### config.mk
export PLATFORM = sky130hd
export DESIGN_NAME = motion_core
export DESIGN_NICKNAME = d
export VERILOG_FILES = /design/src/rtl/motion_pkg.sv /design/src/rtl/spi_cmd_decoder.sv /design/src/rtl/move_fifo.sv /design/src/rtl/step_generator.sv /design/src/rtl/motion_core.sv
export VERILOG_INCLUDE_DIRS = /design/src /design/src/rtl
export SDC_FILE = /design/constraint.sdc
export NUM_CORES = 1
export LEC_CHECK = 0
export BUFFER_PORTS_ARGS = -buffer_cell sky130_fd_sc_hd__buf_2
export CORE_MARGIN = 3
export CORE_UTILIZATION = 30
export CTS_CLUSTER_DIAMETER = 30
export DETAILED_ROUTE_END_ITERATION = 6
export PLACE_DENSITY = 0.55
export SLEW_MARGIN = 0
export SYNTH_ARGS = -nofsm -noshare
export SYNTH_HDL_FRONTEND = slang
export SYNTH_HIERARCHICAL = 1
export SYNTH_SLANG_ARGS = --single-unit
### constraint.sdc
create_clock -name CLK -period 3.15 [get_ports CLK]
set_clock_uncertainty 0.15 [all_clocks]
set_input_delay 0.63 -clock CLK [delete_from_list [all_inputs] [get_ports CLK]]
set_output_delay 0.63 -clock CLK [all_outputs]
set_load 0.05 [all_outputs]
### src/rtl/motion_defines.svh
`ifndef MOTION_DEFINES_SVH
`define MOTION_DEFINES_SVH

// SPI frame: 8-bit opcode then 32 data bits
`define FRAME_BITS 40

`define OP_MOVE   8'h01
`define OP_ENABLE 8'h02

// Records held in the move queue, power of two
`define MOVE_FIFO_DEPTH 4

// Step high time in clock cycles
`define STEP_PULSE_CYCLES 4

// Shortest rise to rise spacing, shorter requests are raised to it
`define MIN_STEP_PERIOD 8

`endif

### src/rtl/motion_pkg.sv
package motion_pkg;

  typedef logic [14:0] step_count_t;   // Steps in one move
  typedef logic [15:0] step_period_t;  // Clocks from one step rise to the next

  typedef logic signed [31:0] position_t;

  // Same layout as the frame data field: {dir, count, period}
  typedef logic [31:0] move_rec_t;

  typedef logic [7:0] opcode_t;

  typedef enum logic [1:0] {
    SPI_IDLE,
    SPI_SHIFT,
    SPI_DONE   // All bits in, waiting for CS to rise
  } spi_state_t;

  typedef enum logic [1:0] {
    STEP_IDLE,
    STEP_PULSE,
    STEP_GAP
  } step_state_t;

endpackage

### src/rtl/spi_cmd_decoder.sv
`timescale 1ns/1ns
`include "motion_defines.svh"

module spi_cmd_decoder (
  input  logic                  CLK,
  input  logic                  resetn,
  input  logic                  sck,
  input  logic                  cs,
  input  logic                  copi,
  output logic                  cipo,
  input  motion_pkg::position_t position,
  output logic                  move_valid,
  input  logic                  move_ready,
  output motion_pkg::move_rec_t move_data,
  output logic                  enable,
  output logic                  cmd_overrun
);

  logic [2:0]             sck_sync;
  logic [2:0]             cs_sync;
  logic [1:0]             copi_sync;
  logic                   sck_rise;
  logic                   sck_fall;
  logic                   cs_rise;
  logic                   cs_fall;
  motion_pkg::spi_state_t state;
  logic [5:0]             bit_cnt;
  logic [`FRAME_BITS-1:0] rx_shift;
  logic [31:0]            tx_shift;
  motion_pkg::opcode_t    opcode;
  logic                   frame_ok;
  logic                   move_frame;
  logic                   load_move;

  // Two sync flops, third one for edge detect
  always_ff @(posedge CLK) begin
    if (!resetn) begin
      sck_sync  <= '0;
      cs_sync   <= '1;  // CS idles high
      copi_sync <= '0;
    end else begin
      sck_sync  <= {sck_sync[1:0], sck};
      cs_sync   <= {cs_sync[1:0], cs};
      copi_sync <= {copi_sync[0], copi};
    end
  end

  assign sck_rise = sck_sync[1] & ~sck_sync[2];
  assign sck_fall = ~sck_sync[1] & sck_sync[2];
  assign cs_rise  = cs_sync[1] & ~cs_sync[2];
  assign cs_fall  = ~cs_sync[1] & cs_sync[2];

  always_ff @(posedge CLK) begin
    if (!resetn) begin
      state   <= motion_pkg::SPI_IDLE;
      bit_cnt <= '0;
    end else if (cs_fall) begin
      state   <= motion_pkg::SPI_SHIFT;
      bit_cnt <= '0;
    end else begin
      case (state)
        motion_pkg::SPI_SHIFT: begin
          if (cs_rise) begin
            state <= motion_pkg::SPI_IDLE;  // Short frame
          end else if (sck_rise) begin
            bit_cnt <= bit_cnt + 6'd1;
            if (bit_cnt == 6'(`FRAME_BITS - 1))
              state <= motion_pkg::SPI_DONE;
          end
        end
        motion_pkg::SPI_DONE: begin
          // Extra clocks void the frame
          if (cs_rise || sck_rise)
            state <= motion_pkg::SPI_IDLE;
        end
        default: state <= motion_pkg::SPI_IDLE;
      endcase
    end
  end

  always_ff @(posedge CLK) begin
    if (state == motion_pkg::SPI_SHIFT && sck_rise)
      rx_shift <= {rx_shift[`FRAME_BITS-2:0], copi_sync[1]};
  end

  // Position snapshot at CS fall, zeros shift in behind it
  always_ff @(posedge CLK) begin
    if (cs_fall)
      tx_shift <= position;
    else if (state == motion_pkg::SPI_SHIFT && sck_fall && bit_cnt != '0)
      tx_shift <= {tx_shift[30:0], 1'b0};
  end

  assign cipo = (state != motion_pkg::SPI_IDLE) ? tx_shift[31] : 1'b0;

  assign opcode     = rx_shift[`FRAME_BITS-1 -: 8];
  assign frame_ok   = (state == motion_pkg::SPI_DONE) && cs_rise;
  assign move_frame = frame_ok && (opcode == `OP_MOVE);
  assign load_move  = move_frame && !(move_valid && !move_ready);

  always_ff @(posedge CLK) begin
    if (!resetn) begin
      move_valid  <= 1'b0;
      enable      <= 1'b0;
      cmd_overrun <= 1'b0;
    end else begin
      if (move_frame) begin
        if (load_move)
          move_valid <= 1'b1;
        else
          cmd_overrun <= 1'b1;  // Record still pending, drop the new one
      end else if (move_ready) begin
        move_valid <= 1'b0;
      end
      if (frame_ok && opcode == `OP_ENABLE)
        enable <= rx_shift[0];
    end
  end

  always_ff @(posedge CLK) begin
    if (load_move)
      move_data <= rx_shift[31:0];
  end

endmodule

### src/rtl/move_fifo.sv
`timescale 1ns/1ns
`include "motion_defines.svh"

module move_fifo (
  input  logic                  CLK,
  input  logic                  resetn,
  input  logic                  in_valid,
  output logic                  in_ready,
  input  motion_pkg::move_rec_t in_data,
  output logic                  out_valid,
  input  logic                  out_ready,
  output motion_pkg::move_rec_t out_data,
  output logic                  buffer_dtr
);

  localparam int DEPTH = `MOVE_FIFO_DEPTH;
  localparam int PTR_W = $clog2(DEPTH);

  motion_pkg::move_rec_t mem [DEPTH];
  logic [PTR_W-1:0]      wr_ptr;
  logic [PTR_W-1:0]      rd_ptr;
  logic [PTR_W:0]        count;
  logic                  full;
  logic                  push;
  logic                  pop;

  assign full      = (count == (PTR_W + 1)'(DEPTH));
  assign in_ready  = !full;
  assign out_valid = (count != '0);
  assign out_data  = mem[rd_ptr];
  assign buffer_dtr = !full;  // Room for at least one more record

  assign push = in_valid && in_ready;
  assign pop  = out_valid && out_ready;

  always_ff @(posedge CLK) begin
    if (push)
      mem[wr_ptr] <= in_data;
  end

  // Pointers wrap on their own, depth is a power of two
  always_ff @(posedge CLK) begin
    if (!resetn) begin
      wr_ptr <= '0;
      rd_ptr <= '0;
      count  <= '0;
    end else begin
      if (push)
        wr_ptr <= wr_ptr + 1'b1;
      if (pop)
        rd_ptr <= rd_ptr + 1'b1;
      case ({push, pop})
        2'b10:   count <= count + 1'b1;
        2'b01:   count <= count - 1'b1;
        default: count <= count;
      endcase
    end
  end

endmodule

### src/rtl/step_generator.sv
`timescale 1ns/1ns
`include "motion_defines.svh"

module step_generator (
  input  logic                  CLK,
  input  logic                  resetn,
  input  logic                  in_valid,
  output logic                  in_ready,
  input  motion_pkg::move_rec_t in_data,
  input  logic                  halt,
  output logic                  step,
  output logic                  dir,
  output logic                  move_done,
  output motion_pkg::position_t position
);

  localparam motion_pkg::step_period_t PULSE_CYCLES = 16'(`STEP_PULSE_CYCLES);
  localparam motion_pkg::step_period_t MIN_PERIOD   = 16'(`MIN_STEP_PERIOD);

  motion_pkg::step_state_t  state;
  motion_pkg::step_count_t  remaining;
  motion_pkg::step_period_t period_q;
  motion_pkg::step_period_t phase;
  logic                     req_dir;
  motion_pkg::step_count_t  req_count;
  motion_pkg::step_period_t req_period;
  logic                     accept;
  logic                     next_rise;

  function automatic motion_pkg::position_t stepped(input motion_pkg::position_t p,
                                                    input logic up);
    return up ? p + 32'sd1 : p - 32'sd1;
  endfunction

  assign req_dir    = in_data[31];
  assign req_count  = in_data[30:16];
  assign req_period = in_data[15:0];

  assign in_ready  = (state == motion_pkg::STEP_IDLE) && !halt;
  assign accept    = in_valid && in_ready;
  assign next_rise = (state == motion_pkg::STEP_GAP) && !halt && (phase == period_q);

  assign step      = (state == motion_pkg::STEP_PULSE);
  assign move_done = (state == motion_pkg::STEP_IDLE) && !in_valid;

  always_ff @(posedge CLK) begin
    if (!resetn) begin
      state    <= motion_pkg::STEP_IDLE;
      dir      <= 1'b0;
      position <= '0;
    end else begin
      case (state)
        motion_pkg::STEP_IDLE: begin
          if (accept) begin
            dir <= req_dir;
            // Zero count is consumed without a pulse
            if (req_count != '0) begin
              state    <= motion_pkg::STEP_PULSE;
              position <= stepped(position, req_dir);
            end
          end
        end
        motion_pkg::STEP_PULSE: begin
          if (phase == PULSE_CYCLES)
            state <= (remaining == '0) ? motion_pkg::STEP_IDLE : motion_pkg::STEP_GAP;
        end
        motion_pkg::STEP_GAP: begin
          if (next_rise) begin
            state    <= motion_pkg::STEP_PULSE;
            position <= stepped(position, dir);
          end
        end
        default: state <= motion_pkg::STEP_IDLE;
      endcase
    end
  end

  // phase counts clocks since the last step rise
  always_ff @(posedge CLK) begin
    case (state)
      motion_pkg::STEP_IDLE: begin
        if (accept) begin
          remaining <= req_count - 1'b1;
          period_q  <= (req_period < MIN_PERIOD) ? MIN_PERIOD : req_period;
          phase     <= 16'd1;
        end
      end
      motion_pkg::STEP_PULSE: phase <= phase + 1'b1;
      motion_pkg::STEP_GAP: begin
        if (halt) begin
          phase <= '0;  // Period starts over once halt drops
        end else if (next_rise) begin
          phase     <= 16'd1;
          remaining <= remaining - 1'b1;
        end else begin
          phase <= phase + 1'b1;
        end
      end
      default: phase <= '0;
    endcase
  end

endmodule

### src/rtl/motion_core.sv
`timescale 1ns/1ns

module motion_core (
  input  logic CLK,
  input  logic resetn,
  input  logic sck,
  input  logic cs,
  input  logic copi,
  input  logic halt,
  output logic cipo,
  output logic step,
  output logic dir,
  output logic enable,
  output logic buffer_dtr,
  output logic move_done,
  output logic cmd_overrun
);

  logic                  move_valid;
  logic                  move_ready;
  motion_pkg::move_rec_t move_data;
  logic                  fifo_valid;
  logic                  fifo_ready;
  motion_pkg::move_rec_t fifo_data;
  motion_pkg::position_t position;

  spi_cmd_decoder decoder_i (
    .CLK         (CLK),
    .resetn      (resetn),
    .sck         (sck),
    .cs          (cs),
    .copi        (copi),
    .cipo        (cipo),
    .position    (position),     // Readback from the generator
    .move_valid  (move_valid),
    .move_ready  (move_ready),
    .move_data   (move_data),
    .enable      (enable),
    .cmd_overrun (cmd_overrun)
  );

  move_fifo fifo_i (
    .CLK        (CLK),
    .resetn     (resetn),
    .in_valid   (move_valid),
    .in_ready   (move_ready),
    .in_data    (move_data),
    .out_valid  (fifo_valid),
    .out_ready  (fifo_ready),
    .out_data   (fifo_data),
    .buffer_dtr (buffer_dtr)
  );

  step_generator stepgen_i (
    .CLK       (CLK),
    .resetn    (resetn),
    .in_valid  (fifo_valid),
    .in_ready  (fifo_ready),
    .in_data   (fifo_data),
    .halt      (halt),
    .step      (step),
    .dir       (dir),
    .move_done (move_done),
    .position  (position)
  );

endmodule

==> impl_results.md <==
* EDFF count, synth at approximately 280
* CTS H-tree lvls at 3
* Adder-cell share of the synthesized area at 1.35%
* Synth Register Bits at 342
* Status: finished, final reports clean
* Top cells by instance count after synthesis: edfxtp_1 (279), nor2_1 (70), dfxtp_1 (63)
* Crit-path cells: mux4_1, or4_1, nor4_1, a41o_1, o31a_1, buf_12, nor3_1, o21a_1
* Postcts setup bufs at 0
* Synth Area in Compound Gates at around 4.4%
* Total CTS buffers at between 70 and 80
* Setup tns final at 0 ps
* Post-CTS Hold Fix Bufs at 0
* CTS resizes at 0
* Worst hold endpoint: decoder_i/cs_sync[0]
* Crit Path Class: flip-flop to flip-flop
* CP delay by family, top: simple AND/OR/NAND/NOR gates
* Final Cycle Share at a little over nine tenths
* Hold_sp: cs
* Top FF cell, synth: edfxtp_1
* FILL cells at roughly 4300
* N_diodes at 0
* Post-detailed-routing wire length at about 28 mm
* Max clock buf depth at 3
* CP max FO at 55
* R2r worst-path depth at 8
* Ys async rst share at 0%
* CTS Sinks at about 340
* Global-route wire length before repair at about 44 mm
* Count of cell types in the netlist at 66
* Syn Area/Cell at between 10 and 15 µm²
* Post-DP HPWL at 16.5 mm
* Post-DRT Antenna Nets at 0
* DIE AREA at 51000 µm²
* R2R Path End: stepgen_i/position[6]
* Syn nets at slightly above 1000
* Unrepaired setup endpoints after global routing: false
* CP arrival at 3270 ps
* Vias per cell at roughly 4.7
* Simple-gate share of the synthesized area at a little under an eighth
* Die H at between 200 and 250 µm
* Max-cap violations at 0
* Ratio of cells with drive above 1 in the final layout at between 20 and 25%
* Cell Area, Synth at around 14000 µm²
* Top cells by area, synth: edfxtp_1 (58%), dfxtp_1 (8.7%), mux4_2 (4.7%), mux2_2 (2.5%), mux2i_1 (1.9%)
* Worst-Margin Slew at around 700 ps
* Count leader, synth: edfxtp_1
* # port buffers at 12
* Core area at roughly 47000 µm²
* Final layout net count at about 1100
* Final Hold Fails at 0
* Clk_lat worst skew at about 570 ps
* Share of the synthesized area in the top cell type at 57.8%
* PwrDens at roughly 720 nW/µm²
* DP Area at around 15000 µm²
* Die Width at between 200 and 250 µm
* Critical path's largest stage delay at roughly 630 ps
* Buf+Inv Stages, Crit Path at 1
* Setup crit start kind: flip-flop
* Largest family of logic cells by synthesized area: simple AND/OR/NAND/NOR gates
* Slowest CP cell: mux4_1
* Internal reg-to-reg setup slack at between 150 and 200 ps
* Row cnt at 79
* CTS Root Cell: clkbuf_16
* CTS tree: yes
* P&R area growth vs syn at 23.1%
* Rel. slew slack at between 50 and 60%
* GP Congestion at 0.804
* Hold Path Class: input port to flip-flop
* Slew Limit Fails at 0
* Post-synthesis cell count at 993
* Yosys warns at 6
* Fmax at 337 MHz
* Hold path depth at 2
* Largest net degree at the start of global routing at between 50 and 60
* Crit. End Element: flip-flop
* Required time of the critical path at approximately 3500 ps
* DR pass1 iterations at 4
* DRC Markers at 0
* Gr ovfl total at 0
* P_leak at slightly below 6 nW
* Mux cell area share after synthesis at 9.44%
* Clk pin slew, worst setup/hold paths at approximately 40 ps
* Post-route cell area at about 18000 µm²
* Minimum clock period at 2960 ps
* Ports at 13
* Yosys top cell by area: edfxtp_1
* Xor and xnor fraction of the mapped netlist area at 3.56%
* Global-route usage over all layers at 10.8%
* Vias at a little over 8000
* Vias in the first global route at approximately 8300
* Seq/Total Area, Yosys at about two thirds
* DR WL/cell at roughly 16 µm
* Final setup vio count at 0
* Peak supply drop at roughly 370 µV
* Initial antenna violation count at 0
* DRT iter0 DRCs at a little over 500
* Starting Density at between 30 and 40%
## where the power goes
part	internal, mW	switching, mW	leakage, nW
sequential	4.86	0.00761	3.03
combinational	0.0324	0.0460	1.66
clock	5.32	2.51	1.25
total	10.2	2.56	5.94
## flip-flops by register name, summed over array words and instances (netlist names), 6 cells and up, named ones only
| register | count |
|---|---|
| stepgen_i/position | 32 |
| fifo_i/mem | 128 |
| stepgen_i/remaining | 15 |
| decoder_i/move_data | 32 |
| decoder_i/bit_cnt | 6 |
| decoder_i/tx_shift | 32 |
| stepgen_i/period_q | 16 |
| stepgen_i/phase | 16 |
| decoder_i/rx_shift | 40 |
## kinds of logic after synthesis
family	after synthesis
DFF	342
AOI/OAI and AO/OA	101
buffers and inverters	76
and+or+nand+nor	309
muxes	92
adders and majority gates	15
xor gates and xnor gates	58
## final cells by class
cell class                      instances  area [µm²]  share of cell area [%]
Sequential cell                       342        9640                    54.0
Inverter                               23        86.3                   0.484
Multi-Input combinational cell        575        4440                    24.9
Clock buffer                           93        2120                    11.9
Timing Repair Buffer                   44         313                    1.75
Tap cell                              607         759                    4.25
Clock inverter                         50         488                    2.73
## metrics by stage
step	utilization, %	hold slack [ps]	std cells	power (mW)	setup WS (ps)
after global routing	37.9	98.1	1734	13.2	35.5
after detailed placement	32.3	241	1591	5.03	208
final	37.9	108	1734	12.8	187
after CTS	37.9	75.4	1734	13.0	173
after floorplan	-	236	993	5.01	225
after global placement	32.3	239	1591	5.03	249
## worst max path at each step
stage              start                endpoint  slack (ps)  cells past startpoint
2_1_floorplan  flip-flop   stepgen_i/position[1]         230                     12
3_3_place_gp   flip-flop   stepgen_i/position[6]         250                      8
3_5_place_dp   flip-flop   stepgen_i/position[6]         210                      8
4_1_cts        flip-flop   stepgen_i/position[6]         170                      8
5_1_grt        flip-flop  stepgen_i/position[16]          40                      9
6_report       flip-flop   stepgen_i/position[6]         190                      8
## routing by layer
metal | global-route usage (%) | part of all wire (%)
met4 | 4.47 | 2.3
met5 | 0 | 0
met3 | 2.85 | 3.7
met2 | 17.1 | 47
met1 | 14.2 | 47
## placed cells by master (no fill, tap or decap), types with 4 or more instances in the layout
master and instances:
edfxtp_1 279, clkbuf_16 83, nor2_1 70, dfxtp_1 62
nand2_1 42, a21oi_1 37, mux2_2 32, buf_4 31
mux4_2 30, xor2_1 30, nor3_1 28, mux2i_1 28
xnor2_1 27, nor4_1 26, inv_1 23, and2_1 22
o21ai_0 22, nand3_1 20, or3_1 20, nand4_1 17
nand2b_1 15, ha_1 14, clkinv_2 13, clkinvlp_4 12
buf_2 12, o21a_1 10, clkbuf_1 9, nor2b_1 9
inv_6 7, and3_1 7, bufinv_16 6, clkinv_4 6
clkinv_1 5, or4_1 5, and4_1 4, a22oi_1 4
nor4b_1 4, a31oi_1 4, a32oi_1 4
No activity file was read; power rests on OpenSTA's default activity.
